==> src/hw/permPkg.sv <==
package permPkg;

    // one boolean function for tops and bots alike
    typedef struct packed {
        logic [63:0] upper;
        logic [63:0] lower;
    } funcWord_t;

    // pipeline result word
    typedef struct packed {
        logic        eccStatus;   // reserved, reads 0
        logic [1:0]  reserved;
        logic [12:0] pcoeffCount;
        logic [47:0] pcoeffSum;
    } pipeResult_t;

    // timestamp result word
    typedef struct packed {
        logic [23:0] zeros;
        logic [39:0] clockCount;
    } stampResult_t;

    // the output word, decoded by where it came from
    typedef union packed {
        pipeResult_t  pipe;
        stampResult_t stamp;
    } resultWord_t;

    // origin of a queued result
    typedef enum logic {
        ORIGIN_TOP = 1'b0,   // timestamp source
        ORIGIN_BOT = 1'b1    // permutation pipeline
    } origin_t;

    // defaults for the top level parameters
    parameter int PIPE_STAGES       = 4;
    parameter int INIT_CYCLES       = 16;
    parameter int ORIGIN_DEPTH_LOG2 = 5;
    parameter int RESULT_DEPTH_LOG2 = 4;

endpackage

==> src/hw/multiPermutationPipeline.sv <==
`timescale 1ns/100ps

module multiPermutationPipeline #(
    parameter int PIPE_STAGES       = permPkg::PIPE_STAGES,
    parameter int ORIGIN_DEPTH_LOG2 = permPkg::ORIGIN_DEPTH_LOG2,
    parameter int RESULT_DEPTH_LOG2 = permPkg::RESULT_DEPTH_LOG2
) (
    input  logic                 clk,
    input  logic                 rst,

    input  logic                 writeTop,
    input  logic                 writeBot,
    input  permPkg::funcWord_t   funcIn,
    output logic                 readyForInput,

    input  logic                 iready,
    output logic                 ovalid,
    output permPkg::resultWord_t resultOut
);

    import permPkg::*;

    funcWord_t   currentTop;
    logic        stallInput;
    logic        originEmpty;
    logic        originFull;
    logic        originOut;
    origin_t     headOrigin;
    origin_t     originIn;
    logic        pipelineReady;
    logic        botAvailable;
    pipeResult_t botResult;
    logic        grabbing;
    logic [39:0] clockCounter;
    logic [39:0] heldCount;
    logic        holdStamp;
    resultWord_t stampWord;
    resultWord_t pipeWord;

    topManager topMngr (
        .clk             (clk),
        .rst             (rst),
        .topIn           (funcIn),
        .topInValid      (writeTop),
        .pipelineIsEmpty (originEmpty),
        .topOut          (currentTop),
        .stallInput      (stallInput)
    );

    assign originIn = writeTop ? ORIGIN_TOP : ORIGIN_BOT;

    // one entry per accepted word keeps results in input order
    syncFifo #(
        .WIDTH      (1),
        .DEPTH_LOG2 (ORIGIN_DEPTH_LOG2)
    ) originQueue (
        .clk         (clk),
        .rst         (rst),
        .writeEnable (writeTop || writeBot),
        .dataIn      (originIn),
        .full        (originFull),
        .readEnable  (grabbing),
        .dataOut     (originOut),
        .empty       (originEmpty)
    );

    assign headOrigin = origin_t'(originOut);

    permutationPipeline #(
        .PIPE_STAGES       (PIPE_STAGES),
        .RESULT_DEPTH_LOG2 (RESULT_DEPTH_LOG2)
    ) permPipe (
        .clk              (clk),
        .rst              (rst),
        .top              (currentTop),
        .bot              (funcIn),
        .writeBot         (writeBot),
        .readyForInputBot (pipelineReady),
        .grabResult       (grabbing && headOrigin == ORIGIN_BOT),
        .resultsAvailable (botAvailable),
        .result           (botResult)
    );

    assign readyForInput = pipelineReady && !stallInput && !originFull;

    always_ff @(posedge clk) begin
        if (rst)
            clockCounter <= '0;
        else
            clockCounter <= clockCounter + 1'b1;
    end

    // a timestamp waiting for iready stays frozen until taken
    always_ff @(posedge clk) begin
        if (rst)
            holdStamp <= 1'b0;
        else
            holdStamp <= ovalid && !iready && headOrigin == ORIGIN_TOP;
        if (!holdStamp)
            heldCount <= clockCounter;
    end

    always_comb begin
        stampWord.stamp.zeros      = '0;
        stampWord.stamp.clockCount = holdStamp ? heldCount : clockCounter;
        pipeWord.pipe              = botResult;
    end

    // timestamp is always ready but a bot result only once buffered
    assign ovalid    = !originEmpty && (headOrigin == ORIGIN_TOP || botAvailable);
    assign resultOut = (headOrigin == ORIGIN_TOP) ? stampWord : pipeWord;
    assign grabbing  = ovalid && iready;

endmodule

==> src/hw/permutationAccelerator.sv <==
`timescale 1ns/100ps

module permutationAccelerator #(
    parameter int PIPE_STAGES       = permPkg::PIPE_STAGES,
    parameter int INIT_CYCLES       = permPkg::INIT_CYCLES,
    parameter int ORIGIN_DEPTH_LOG2 = permPkg::ORIGIN_DEPTH_LOG2,
    parameter int RESULT_DEPTH_LOG2 = permPkg::RESULT_DEPTH_LOG2
) (
    input  logic                 clk,
    input  logic                 resetn,

    input  logic                 ivalid,
    input  logic                 startNewTop,   // dataIn is a top, not a bot
    input  permPkg::funcWord_t   dataIn,
    output logic                 oready,

    input  logic                 iready,
    output logic                 ovalid,
    output permPkg::resultWord_t resultOut
);

    import permPkg::*;

    funcWord_t stagedWord;
    logic      botValid;
    logic      topValid;
    logic      rst;
    logic      isInitialized;
    logic      pipelineReady;

    // one-deep stage so a word can be taken before init completes
    always_ff @(posedge clk) begin
        if (oready)
            stagedWord <= dataIn;
    end

    always_ff @(posedge clk) begin
        if (!resetn) begin
            botValid <= 1'b0;
            topValid <= 1'b0;
        end else if (oready) begin
            botValid <= ivalid && !startNewTop;
            topValid <= ivalid && startNewTop;
        end
    end

    resetNormalizer #(
        .INIT_CYCLES (INIT_CYCLES)
    ) rstNormalizer (
        .clk           (clk),
        .resetn        (resetn),
        .rst           (rst),
        .isInitialized (isInitialized)
    );

    // stage drains into the pipeline on the same edge it refills
    assign oready = (pipelineReady && isInitialized) || (!botValid && !topValid && !rst);

    multiPermutationPipeline #(
        .PIPE_STAGES       (PIPE_STAGES),
        .ORIGIN_DEPTH_LOG2 (ORIGIN_DEPTH_LOG2),
        .RESULT_DEPTH_LOG2 (RESULT_DEPTH_LOG2)
    ) multiPermPipe (
        .clk           (clk),
        .rst           (rst),
        .writeTop      (topValid && oready),
        .writeBot      (botValid && oready),
        .funcIn        (stagedWord),
        .readyForInput (pipelineReady),
        .iready        (iready),
        .ovalid        (ovalid),
        .resultOut     (resultOut)
    );

endmodule

==> src/hw/permutationPipeline.sv <==
`timescale 1ns/100ps

module permutationPipeline #(
    parameter int PIPE_STAGES       = 4,   // needs at least 3
    parameter int RESULT_DEPTH_LOG2 = 4
) (
    input  logic                 clk,
    input  logic                 rst,

    input  permPkg::funcWord_t   top,
    input  permPkg::funcWord_t   bot,
    input  logic                 writeBot,
    output logic                 readyForInputBot,

    input  logic                 grabResult,
    output logic                 resultsAvailable,
    output permPkg::pipeResult_t result
);

    import permPkg::*;

    localparam int NSLICES = 4;   // 32-bit slices of the 128-bit word
    localparam logic [RESULT_DEPTH_LOG2:0] CREDIT_MAX = {1'b1, {RESULT_DEPTH_LOG2{1'b0}}};

    typedef struct packed {
        logic                    covered;
        logic [NSLICES-1:0][5:0] slices;
    } partial_t;

    function automatic logic [5:0] popCount32(input logic [31:0] v);
        logic [5:0] n;
        n = '0;
        for (int i = 0; i < 32; i++)
            n = n + 6'(v[i]);
        return n;
    endfunction

    logic [PIPE_STAGES:1]     stageValid;
    funcWord_t                s1Bot;
    logic                     s1Covered;
    partial_t                 partialStage [2:PIPE_STAGES-1];
    pipeResult_t              resultReg;
    logic [7:0]               bitTotal;
    logic [RESULT_DEPTH_LOG2:0] creditCount;   // bots in flight plus buffered
    logic                     grabDone;
    logic                     resultsEmpty;

    always_ff @(posedge clk) begin
        if (rst)
            stageValid <= '0;
        else
            stageValid <= {stageValid[PIPE_STAGES-1:1], writeBot};
    end

    // stage 1 cover test with no bot bit outside the top
    always_ff @(posedge clk) begin
        s1Bot     <= bot;
        s1Covered <= ((bot & ~top) == '0);
    end

    // stage 2 counts ones per slice
    always_ff @(posedge clk) begin
        partialStage[2].covered <= s1Covered;
        for (int s = 0; s < NSLICES; s++)
            partialStage[2].slices[s] <= popCount32(s1Bot[s*32 +: 32]);
    end

    // plain delay stages when PIPE_STAGES exceeds 3
    for (genvar k = 3; k < PIPE_STAGES; k++) begin : gDelay
        always_ff @(posedge clk)
            partialStage[k] <= partialStage[k-1];
    end

    always_comb begin
        bitTotal = '0;
        for (int s = 0; s < NSLICES; s++)
            bitTotal = bitTotal + 8'(partialStage[PIPE_STAGES-1].slices[s]);
    end

    // last stage sums the slices and formats the result
    always_ff @(posedge clk) begin
        resultReg.eccStatus   <= 1'b0;
        resultReg.reserved    <= 2'b00;
        resultReg.pcoeffCount <= 13'(partialStage[PIPE_STAGES-1].covered);
        resultReg.pcoeffSum   <= partialStage[PIPE_STAGES-1].covered ? 48'(bitTotal) : '0;
    end

    syncFifo #(
        .WIDTH      ($bits(pipeResult_t)),
        .DEPTH_LOG2 (RESULT_DEPTH_LOG2)
    ) resultBuffer (
        .clk         (clk),
        .rst         (rst),
        .writeEnable (stageValid[PIPE_STAGES]),
        .dataIn      (resultReg),
        .full        (),   // credits keep it from filling past depth
        .readEnable  (grabResult),
        .dataOut     (result),
        .empty       (resultsEmpty)
    );

    assign resultsAvailable = !resultsEmpty;
    assign grabDone         = grabResult && resultsAvailable;

    always_ff @(posedge clk) begin
        if (rst) begin
            creditCount <= '0;
        end else begin
            case ({writeBot, grabDone})
                2'b10:   creditCount <= creditCount + 1'b1;
                2'b01:   creditCount <= creditCount - 1'b1;
                default: creditCount <= creditCount;
            endcase
        end
    end

    assign readyForInputBot = (creditCount < CREDIT_MAX);

endmodule

==> src/hw/resetNormalizer.sv <==
`timescale 1ns/100ps

module resetNormalizer #(
    parameter int INIT_CYCLES = 16
) (
    input  logic clk,
    input  logic resetn,
    output logic rst,
    output logic isInitialized
);

    localparam int CNT_W = $clog2(INIT_CYCLES + 1);

    logic [2:0]       rstStretch;
    logic [CNT_W-1:0] initCount;

    // rst follows resetn plus two extra cycles
    always_ff @(posedge clk) begin
        if (!resetn) begin
            rstStretch <= 3'b111;
        end else begin
            rstStretch <= {rstStretch[1:0], 1'b0};
        end
    end

    assign rst = rstStretch[2];

    // give the pipeline time to settle before claiming ready
    always_ff @(posedge clk) begin
        if (rst) begin
            initCount     <= '0;
            isInitialized <= 1'b0;
        end else if (!isInitialized) begin
            if (initCount == CNT_W'(INIT_CYCLES - 1))
                isInitialized <= 1'b1;
            initCount <= initCount + 1'b1;
        end
    end

endmodule

==> src/hw/syncFifo.sv <==
`timescale 1ns/100ps

module syncFifo #(
    parameter int WIDTH      = 8,
    parameter int DEPTH_LOG2 = 4
) (
    input  logic             clk,
    input  logic             rst,

    input  logic             writeEnable,
    input  logic [WIDTH-1:0] dataIn,
    output logic             full,

    input  logic             readEnable,
    output logic [WIDTH-1:0] dataOut,
    output logic             empty
);

    localparam int DEPTH = 1 << DEPTH_LOG2;

    logic [WIDTH-1:0]    mem [DEPTH];
    logic [DEPTH_LOG2:0] wrPtr;   // extra msb tells full from empty
    logic [DEPTH_LOG2:0] rdPtr;
    logic                doWrite;
    logic                doRead;

    assign doWrite = writeEnable && !full;
    assign doRead  = readEnable && !empty;

    always_ff @(posedge clk) begin
        if (doWrite)
            mem[wrPtr[DEPTH_LOG2-1:0]] <= dataIn;
    end

    always_ff @(posedge clk) begin
        if (rst) begin
            wrPtr <= '0;
            rdPtr <= '0;
        end else begin
            if (doWrite)
                wrPtr <= wrPtr + 1'b1;
            if (doRead)
                rdPtr <= rdPtr + 1'b1;
        end
    end

    assign empty = (wrPtr == rdPtr);
    assign full  = (wrPtr[DEPTH_LOG2] != rdPtr[DEPTH_LOG2]) &&
                   (wrPtr[DEPTH_LOG2-1:0] == rdPtr[DEPTH_LOG2-1:0]);

    // show-ahead so the head word is always on the output
    assign dataOut = mem[rdPtr[DEPTH_LOG2-1:0]];

endmodule

==> src/hw/topManager.sv <==
`timescale 1ns/100ps

module topManager (
    input  logic               clk,
    input  logic               rst,

    input  permPkg::funcWord_t topIn,
    input  logic               topInValid,
    input  logic               pipelineIsEmpty,

    output permPkg::funcWord_t topOut,
    output logic               stallInput
);

    import permPkg::*;

    funcWord_t pendingTop;
    logic      pendingValid;

    always_ff @(posedge clk) begin
        if (topInValid)
            pendingTop <= topIn;
    end

    // a new top waits until no older result is outstanding
    always_ff @(posedge clk) begin
        if (rst) begin
            pendingValid <= 1'b0;
            topOut       <= '0;   // all zeros until the first top
        end else begin
            if (topInValid) begin
                pendingValid <= 1'b1;
            end else if (pendingValid && pipelineIsEmpty) begin
                topOut       <= pendingTop;
                pendingValid <= 1'b0;
            end
        end
    end

    // no new words while a change is pending
    assign stallInput = pendingValid;

endmodule

==> config.mk <==
export PLATFORM = sky130hd
export DESIGN_NAME = permutationAccelerator
export DESIGN_NICKNAME = d
export VERILOG_FILES = /design/src/hw/permPkg.sv /design/src/hw/multiPermutationPipeline.sv /design/src/hw/permutationAccelerator.sv /design/src/hw/permutationPipeline.sv /design/src/hw/resetNormalizer.sv /design/src/hw/syncFifo.sv /design/src/hw/topManager.sv
export SDC_FILE = /design/constraint.sdc
export NUM_CORES = 1
export LEC_CHECK = 0
export BUFFER_PORTS_ARGS = -buffer_cell sky130_fd_sc_hd__clkbuf_2
export CAP_MARGIN = 20
export CORE_MARGIN = 3
export CORE_UTILIZATION = 43
export CTS_CLUSTER_SIZE = 8
export DETAILED_ROUTE_END_ITERATION = 10
export PLACE_DENSITY = 0.59
export SLEW_MARGIN = 0
export SYNTH_ARGS = -nofsm -noshare
export SYNTH_HDL_FRONTEND = slang
export SYNTH_SLANG_ARGS = --single-unit
==> constraint.sdc <==
create_clock -name clk -period 5.51 [get_ports clk]
set_input_delay 0.551 -clock clk [delete_from_list [all_inputs] [get_ports clk]]
set_output_delay 0.551 -clock clk [all_outputs]
set_load 0.02 [all_outputs]
==> results of run 1 <==
-- worst min-delay path by stage --
stage,startpoint,endpoint,slack (ps),depth (start not counted)
after global routing,dataIn[108],stagedWord[108]$_DFFE_PN_,2,1
final,dataIn[108],stagedWord[108]$_DFFE_PN_,40,1
after detailed placement,multiPermPipe.permPipe.partialStage[1][18]$_DFF_P_,multiPermPipe.permPipe.partialStage[1][43]$_DFF_P_,310,0
after floorplan,multiPermPipe.permPipe.s1Covered$_DFF_P_,multiPermPipe.permPipe.partialStage[1][24]$_DFF_P_,310,0
after CTS,dataIn[108],stagedWord[108]$_DFFE_PN_,0.1,1
after global placement,multiPermPipe.permPipe.partialStage[1][0]$_DFF_P_,multiPermPipe.permPipe.partialStage[1][25]$_DFF_P_,310,0
-- power by group through the flow --
stage                     registers, W  logic [W]  clock network, W
after detailed placement       0.00738    0.00228                 0
after floorplan                0.00730    0.00179                 0
after global routing           0.00726    0.00269           0.00723
after global placement         0.00738    0.00220                 0
final                          0.00724    0.00231           0.00676
after CTS                      0.00725    0.00236           0.00693
-- metal layers --
| layer | share of wire | track usage | vias to the layer above | wire [microns] |
|---|---|---|---|---|
| met4 | 0.031 | 0.0640 | 0 | 2230 |
| met3 | 0.046 | 0.0317 | 117 | 3290 |
| li1 | - | - | 9224 | - |
| met2 | 0.51 | 0.309 | 452 | 36200 |
| met5 | 0 | 0 | - | 0 |
| met1 | 0.41 | 0.221 | 9469 | 29500 |
-- registers in the layout, summed over array words and instances (netlist names), 5 cells and up, named ones only --
name	cells
multiPermPipe.permPipe.resultBuffer.rdPtr	5
multiPermPipe.topMngr.pendingTop	128
multiPermPipe.permPipe.resultBuffer.wrPtr	5
multiPermPipe.heldCount	40
multiPermPipe.clockCounter	40
multiPermPipe.originQueue.wrPtr	6
stagedWord	128
multiPermPipe.originQueue.mem	32
multiPermPipe.permPipe.resultBuffer.mem	144
multiPermPipe.permPipe.s1Bot	128
rstNormalizer.initCount	5
multiPermPipe.permPipe.resultReg	9
multiPermPipe.permPipe.partialStage	50
multiPermPipe.originQueue.rdPtr	6
multiPermPipe.topMngr.topOut	128
multiPermPipe.permPipe.creditCount	5
-- stage by stage --
step / utilization / setup WS [ps] / area (sq um)
floorplan: - / 1040 / 33500
global placement: 0.461 / 952 / 35200
detailed placement: 0.461 / 870 / 35200
CTS: 0.519 / 858 / 39700
global route: 0.520 / 652 / 39700
finish: 0.520 / 910 / 39700
-- cell usage in the layout, fill, tap and decap left out, types with 31 or more instances in the layout --
master | Yosys | routed
sky130_fd_sc_hd__o22ai_1 | 42 | 42
sky130_fd_sc_hd__xor2_1 | 31 | 31
sky130_fd_sc_hd__ha_1 | 52 | 52
sky130_fd_sc_hd__clkbuf_2 | 0 | 175
sky130_fd_sc_hd__mux2_2 | 48 | 48
sky130_fd_sc_hd__clkbuf_1 | 46 | 91
sky130_fd_sc_hd__xnor2_1 | 41 | 41
sky130_fd_sc_hd__nand2_1 | 298 | 297
sky130_fd_sc_hd__and2_1 | 41 | 40
sky130_fd_sc_hd__inv_1 | 336 | 335
sky130_fd_sc_hd__fa_1 | 109 | 109
sky130_fd_sc_hd__nor2_1 | 123 | 123
sky130_fd_sc_hd__clkbuf_16 | 0 | 120
sky130_fd_sc_hd__mux4_2 | 45 | 45
sky130_fd_sc_hd__a21oi_1 | 165 | 165
sky130_fd_sc_hd__edfxtp_1 | 432 | 432
sky130_fd_sc_hd__dfxtp_1 | 449 | 445
sky130_fd_sc_hd__dlygate4sd3_1 | 0 | 93
-- worst reg2reg max path: cells and delay by family, from the launching register on --
kind	cells	cell delay [ps]
flip-flops	1	310
AND/OR/NAND/NOR	1	80
buffers and inverters	4	260
adder cells (fa/ha/maj)	7	3300
AO/OA/AOI/OAI	3	530
-- area by class of cell --
class / count / area (sq um) / area share
Inverter: 336 / 1270 / 0.0319
Clock inverter: 8 / 198 / 0.00497
Tap cell: 1030 / 1290 / 0.0324
Multi-Input combinational cell: 1260 / 9730 / 0.245
Timing Repair Buffer: 279 / 1950 / 0.0492
Sequential cell: 881 / 22000 / 0.553
Clock buffer: 211 / 3340 / 0.0841
-- cell families (layout without fill, tap and decap cells) --
group,Yosys count,count (layout),share of synthesized area
AOI/OAI and AO/OA,275,275,0.0478
xor gates and xnor gates,72,72,0.0188
adders and majority gates,161,161,0.0846
buffers and inverters,444,834,0.0565
DFF,881,881,0.656
muxes,112,112,0.0521
other,1,23,0.000112
and+or+nand+nor,617,617,0.0837
==> results list, run 1 <==
* Status: finished, final reports clean
- Number of antenna cells inserted: 0
- Core Region: 76500 sq um
* Maximum cell stage delay along the critical path: 580 ps
- Class of the tightest hold or removal check: input pin to register
* Biggest area contributors in the synthesized netlist: sky130_fd_sc_hd__edfxtp_1 (39%), sky130_fd_sc_hd__dfxtp_1 (27%), sky130_fd_sc_hd__fa_1 (6.5%), sky130_fd_sc_hd__inv_1 (3.8%), sky130_fd_sc_hd__nand2_1 (3.3%)
- Synthesis-stage register bit count: 881
* Aggregate global routing overflow: 0
- Total leakage power: 15.2 nW
- Based on the critical path, the design can be clocked at up to 0.217 GHz.
- Setup violations remaining at the end of the flow were counted as 0.
- Antenna-violating nets left: 0
- The share of total power dissipated in combinational logic is 0.142.
* Final-layout setup total negative slack: 0 ps
- Worst setup endpoint: multiPermPipe.permPipe.partialStage[1][23]$_DFF_P_
- On the final layout, the worst clock skew is 71.8 ps.
- Launch instance of the worst register-to-register path: multiPermPipe.permPipe.s1Bot[96]$_DFF_P_
* Overall global routing resource usage: 0.177
* Initial antenna violation count: 2
- In this run, CTS created clock tree buffers numbering 120.
* Via density: 4.81
- Weighted congestion at the end of routability-driven global placement: 0.819
* Cell count along the critical path: 15
- Total Nets Final: 3172
- Post-Route WL: 71.2 mm
- Via total after detailed routing: 19262
- Fill cells in the final layout number 6480.
- In the routed design, unresolved DRC markers number 0.
- Data arrives at the worst endpoint at 5180 ps.
- Leading cell type by number of instances after synthesis: sky130_fd_sc_hd__dfxtp_1
- P_sw: 0.00401 W
- Overall power consumption after layout is estimated at 0.0163 W.
- Post-CTS repair changed the size of 0 cells.
- Number of buffer and inverter stages on the critical path: 4
- Counting cells, the worst reg-to-reg path comes to 15.
* Peak supply drop: 0.337 mV
* Die width: 285 microns
- After technology mapping, the gate count stands at 2563.
- Type of origin of the critical path: register
* FFs w/ async S/R, synth: 0
- Clock slew at the register clock pins of the worst setup and hold paths: 50 ps
- Measured against its own limit, the worst slew margin works out to 0.290.
- Critical path cell sequence: inv_1, fa_1, fa_1, inv_1, fa_1, fa_1, fa_1, inv_1, fa_1, inv_1, ha_1, a21o_1, a21oi_1, nor2b_1, o21a_1
* Placement row count: 101
- Clock latency at the later pin of the worst-skew pair: 700 ps
- Total of warnings raised by yosys: 0
- Including well taps, the total number of placed cells is 3691.
* Measured slew at the worst slew-check pin: 1060 ps
- Post-synthesis area per instance: 13.1 sq um
* Worst setup startpoint: multiPermPipe.permPipe.s1Bot[96]$_DFF_P_
* Top cells by instance count after synthesis: sky130_fd_sc_hd__dfxtp_1 (449), sky130_fd_sc_hd__edfxtp_1 (432), sky130_fd_sc_hd__inv_1 (336)
* Final hold violations: 0
- Synth unique cells: 58
- Along the worst path, the maximum fanout reaches 2.
- In the final layout, the share of cells above drive strength 1 is 0.145.
- HPWL reported at the end of detailed placement: 48.4 mm
* Setup slack, reg-to-reg: 910 ps
* Area share of the largest cell type after synthesis: 0.388
- Detailed Routing Iterations Pass 1: 5
* Int Power: 0.0123 W
- The die covers 81200 sq um.
- Top_reg_cell synth: sky130_fd_sc_hd__dfxtp_1
- The share of total power dissipated in the clock network is 0.414.
- In this run the number of H-tree levels came out at 3.
- Vias in the first global route: 19986
* Initial standard-cell utilization of the core: 0.438
- Of the total power, registers draw 0.444.
- Entering global routing, the biggest net connects 176 pins.
- Yosys mapped a number of flops with a built-in enable equal to 432.
- Number of standard cells in the final layout excluding fillers: 4005
* Tightest hold margin: 41.2 ps
- Worst Path Required: 6090 ps
* Max-Cap Viols: 0
- TritonCTS built the clock tree.
- Period utilisation layout: 0.835
- Die height: 285 microns
- For this run, the register share of the synthesized area comes to 0.656.
* Final Slew Violations: 0
- CTS Sinks: 881
- Dominant cell type by area after synthesis: sky130_fd_sc_hd__edfxtp_1
- The worst register-to-register path ends at multiPermPipe.permPipe.partialStage[1][23]$_DFF_P_.
- Among cell families on the critical path, the largest total delay comes from adder cells.
- The tree is rooted in a sky130_fd_sc_hd__clkbuf_16.
* Post-synthesis to final-layout area growth: 18.8%
- In this run the tool buffered the top-level ports with 175 buffer cells.
* Wire length of the first global-routing pass: 112 mm
- STA classifies the critical path endpoint as a register.
* Net Sw Frac: 0.246
* Setup repair after global routing missed its margin: false
- The first routing iteration left 1005 violations.
- Power density cells: 410 nW/um^2
- Buffers from clock root to sink, at most: 3
- For this design the top-level I/O count stands at 199.
* Final routed wire length divided by cell count: 17.8 microns
- Among all stages on the critical path, the largest delay is contributed by sky130_fd_sc_hd__fa_1.
- The number of hold buffers added after CTS was 93.
- The number of setup buffers added after CTS is 0.
- Critical path type: register to register
* Clock period minus final worst setup slack: 4600 ps
- The cell area that synthesis handed to floorplanning was 33500 sq um.
- Dominant cell type by count on the critical path: sky130_fd_sc_hd__fa_1
No activity file was read; power rests on OpenSTA's default activity.
==> run 2: changes to the inputs <==
==> constraint.sdc (replaced) <==
create_clock -name clk -period 4.8 [get_ports clk]
set_input_delay 0.48 -clock clk [delete_from_list [all_inputs] [get_ports clk]]
set_output_delay 0.48 -clock clk [all_outputs]
set_load 0.02 [all_outputs]
==> run 2 against run 1 <==
Against the previous run: setup slack got worse by 720 ps; critical endpoint is now multiPermPipe.permPipe.partialStage[1][11]$_DFF_P_; global-route usage rose by 0.11 points; register-to-register slack got worse by 720 ps; via count rose by 0.94%; core utilization rose by 0.56 points; clock power rose by 15%.
==> results list, run 2 (synthesized netlist as in run 1, its figures left out) <==
- Status: finished, final reports clean (unchanged).
* Worst path top cell family by delay: adder cells (unchanged)
- The post-route DRC violation count is 0 (unchanged).
* Clock period minus final worst setup slack: 4620 ps (was 4600 ps)
- Via density: 4.81 (about the same)
- Achievable clock frequency: 0.217 GHz (about the same)
- The total negative slack for setup checks is 0 ps (unchanged).
- The worst max-slew margin expressed relative to the limit was 0.305 (was 0.290).
- The worst slack on hold paths is 49.1 ps (was 41.2 ps).
- Clock latency at the later pin of the worst-skew pair: 710 ps (was 700 ps)
* Total Nets Final: 3210 (was 3172)
- The number of cell instances on the worst register-to-register path is 15 (unchanged).
* TritonCTS clock tree: done (unchanged)
- Critical path cell sequence: inv_1, fa_1, fa_1, inv_1, fa_1, fa_1, fa_1, inv_1, fa_1, inv_1, ha_1, a21o_1, a21oi_2, nor2b_1, o21a_1 (was inv_1, fa_1, fa_1, inv_1, fa_1, fa_1, fa_1, inv_1, fa_1, inv_1, ha_1, a21o_1, a21oi_1, nor2b_1, o21a_1).
- The power per cell area came to 469 nW/um^2 (was 410 nW/um^2).
* Seq pwr share: 0.442 (was 0.444)
- Top-Level Pins: 199 (unchanged)
- Filler Cell Count: 6502 (was 6480)
* Clock buffers created by TritonCTS: 120 (unchanged)
* Initial standard-cell utilization of the core: 0.438 (unchanged)
- The final wirelength came to 71.8 mm (was 71.2 mm).
- Kind of end point of the critical path: register (unchanged)
- The remaining number of nets flagged by the antenna check after routing is 0 (unchanged).
- Placement row count: 101 (unchanged)
- Maximum number of pins on one net before global-route repair: 172 (was 176)
- The internal power of the cells was 0.0142 W (was 0.0123 W).
- P_sw: 0.00467 W (was 0.00401 W)
* Core Region: 76500 sq um (unchanged)
* Count of buffers from port buffering: 175 (unchanged)
- Post-synthesis to final-layout area growth: 20.0% (was 18.8%)
- Number of post-CTS setup repair buffers: 0 (unchanged)
- HPWL reported at the end of detailed placement: 48.7 mm (was 48.4 mm)
- Maximum cell stage delay along the critical path: 590 ps (was 580 ps)
- Critical path's slowest cell: sky130_fd_sc_hd__fa_1 (unchanged)
* Launch instance of the worst register-to-register path: multiPermPipe.permPipe.s1Bot[32]$_DFF_P_ (was multiPermPipe.permPipe.s1Bot[96]$_DFF_P_)
* Worst setup startpoint: multiPermPipe.permPipe.s1Bot[32]$_DFF_P_ (was multiPermPipe.permPipe.s1Bot[96]$_DFF_P_)
* Overall global routing resource usage: 0.178 (was 0.177)
* Portion of total power attributed to the clock network: 0.413 (was 0.414)
* Most frequent cells in the layout: sky130_fd_sc_hd__dfxtp_1 (445), sky130_fd_sc_hd__edfxtp_1 (432), sky130_fd_sc_hd__inv_1 (335) (unchanged)
* Flip-flop count of the largest register, all copies and words added: 144 (unchanged)
- The post-placement setup slack came to 155 ps (was 870 ps).
- The largest clock skew in the final design came to 80.1 ps (was 71.8 ps).
* Final routed wire length divided by cell count: 17.8 microns (about the same)
* Period utilisation layout: 0.961 (was 0.835)
- The post-layout worst setup margin came to 185 ps (was 910 ps).
- Crit path arrival time: 5140 ps (was 5180 ps)
* Most common cell after layout, fill and taps aside: sky130_fd_sc_hd__dfxtp_1 (unchanged)
* Initial drt markers: 916 (was 1005)
- Aggregate global routing overflow: 0 (unchanged)
* Maximum level of the CTS H-tree: 3 (unchanged)
* Cell count along the critical path: 15 (unchanged)
* Total leakage power: 15.3 nW (was 15.2 nW)
- The vertical die dimension was 285 microns (unchanged).
- Multi-input logic area: 9740 sq um (was 9730 sq um)
- The number of max-slew violations in the final report came to 0 (unchanged).
- The horizontal die dimension is 285 microns (unchanged).
- Max-Cap Viols: 0 (unchanged)
* Final number of setup-violating endpoints: 0 (unchanged)
* Final hold violations: 0 (unchanged)
- The highest fanout seen on the critical path was 2 (unchanged).
- Worst setup endpoint: multiPermPipe.permPipe.partialStage[1][11]$_DFF_P_ (was multiPermPipe.permPipe.partialStage[1][23]$_DFF_P_)
- Number of buffer and inverter stages on the critical path: 4 (unchanged)
* Vias in the first global route: 20465 (was 19986)
- The CTS sink count is 881 (unchanged).
- Setup slack, reg-to-reg: 180 ps (was 910 ps)
- Via total after detailed routing: 19443 (was 19262)
* Buffers from clock root to sink, at most: 3 (unchanged)
- Type of origin of the critical path: register (unchanged)
- Capture instance of the worst register-to-register path: multiPermPipe.permPipe.partialStage[1][11]$_DFF_P_ (was multiPermPipe.permPipe.partialStage[1][23]$_DFF_P_)
- Weighted congestion at the end of routability-driven global placement: 0.849 (was 0.819)
- Class of the tightest hold or removal check: input pin to register (unchanged)
- The required arrival time at the worst endpoint was 5320 ps (was 6090 ps).
- The fraction of power consumed by combinational cells came to 0.145 (was 0.142).
* Clock slew at the register clock pins of the worst setup and hold paths: 50 ps (about the same)
- The area of the die was 81200 sq um (unchanged).
- The area taken by flip-flops and latches is 22000 sq um (unchanged).
* Dominant cell type by count on the critical path: sky130_fd_sc_hd__fa_1 (unchanged)
* Share of post-route cells with drive strength above 1: 0.144 (was 0.145)
- The highest ir drop seen on vdd is 0.379 mV (was 0.337 mV).
- Root buffer selected by CTS: sky130_fd_sc_hd__clkbuf_16 (unchanged)
- Net Sw Frac: 0.248 (was 0.246)
- Setup repair after global routing missed its margin: false (unchanged).
* Detailed Routing Iterations Pass 1: 5 (unchanged)
- The slew at the pin closest to its max-slew limit was 1040 ps (was 1060 ps).
* Wire length of the first global-routing pass: 113 mm (was 112 mm)
- Critical path type: register to register (unchanged)
- Initial antenna violation count: 1 (was 2)
[run 2: cell count changes in the layout (fill, tap and decap cells not counted), moves of 2 or more]
cell	delta
sky130_fd_sc_hd__dlygate4sd3_1	+35
sky130_fd_sc_hd__a21oi_1	-3
sky130_fd_sc_hd__a21oi_2	+3
sky130_fd_sc_hd__buf_12	+3
sky130_fd_sc_hd__clkbuf_1	+2
[run 2: power groups by stage]
| stage | logic (W) | clock network [W] | registers [W] |
|---|---|---|---|
| finish | 0.00274 | 0.00778 | 0.00832 |
| global route | 0.00316 | 0.00834 | 0.00834 |
| CTS | 0.00274 | 0.00799 | 0.00833 |
| detailed placement | 0.00264 | 0 | 0.00848 |
| global placement | 0.00252 | 0 | 0.00848 |
| floorplan | 0.00206 | 0 | 0.00838 |
[run 2: cell type report]
type / instances / share of cell area
timing repair buffer: 317 / 0.0584
clock inverter: 8 / 0.00539
clock buffer: 213 / 0.0834
tap: 1030 / 0.0321
sequential: 881 / 0.547
antenna: 1 / 0.0000623
multi-input combinational: 1260 / 0.242
inverter: 336 / 0.0315
[run 2: per-stage QoR]
step	instances	utilization	total power [W]	instance area (sq um)
after floorplan	2585	-	0.0104	33500
after global placement	3695	0.462	0.0110	35300
after detailed placement	3695	0.462	0.0111	35300
after CTS	4044	0.525	0.0191	40100
after global routing	4045	0.525	0.0198	40200
final	4046	0.525	0.0188	40200
[run 2: timing repair]
action	in CTS	in global routing
gates resized for setup	0	3
endpoints found under the hold margin	129	0
hold buffers	128	0
endpoints found under the setup margin	0	3
[run 2: worst min path at each step]
| stage | start | end | slack (ps) | depth (start not counted) |
|---|---|---|---|---|
| global route | dataIn[47] | stagedWord[47]$_DFFE_PN_ | 10 | 1 |
| global placement | multiPermPipe.permPipe.partialStage[1][24]$_DFF_P_ | multiPermPipe.permPipe.partialStage[1][49]$_DFF_P_ | 310 | 0 |
| detailed placement | multiPermPipe.permPipe.partialStage[1][0]$_DFF_P_ | multiPermPipe.permPipe.partialStage[1][25]$_DFF_P_ | 310 | 0 |
| finish | dataIn[47] | stagedWord[47]$_DFFE_PN_ | 50 | 1 |
| CTS | dataIn[47] | stagedWord[47]$_DFFE_PN_ | 6 | 1 |
| floorplan | multiPermPipe.permPipe.s1Covered$_DFF_P_ | multiPermPipe.permPipe.partialStage[1][24]$_DFF_P_ | 310 | 0 |
[run 2: metal layers]
layer  global-route usage  wire length, microns
met5                    0                     0
met3               0.0337                  3130
met1                0.220                 29600
met4               0.0686                  2440
met2                0.311                 36600
[run 2: worst register-to-register path: cells and delay by family (launching register included)]
family	cells	cell delay, ps
buffers and inverters	4	270
AOI/OAI and AO/OA	3	530
DFF	1	300
and+or+nand+nor	1	70
adders and majority gates	7	3310
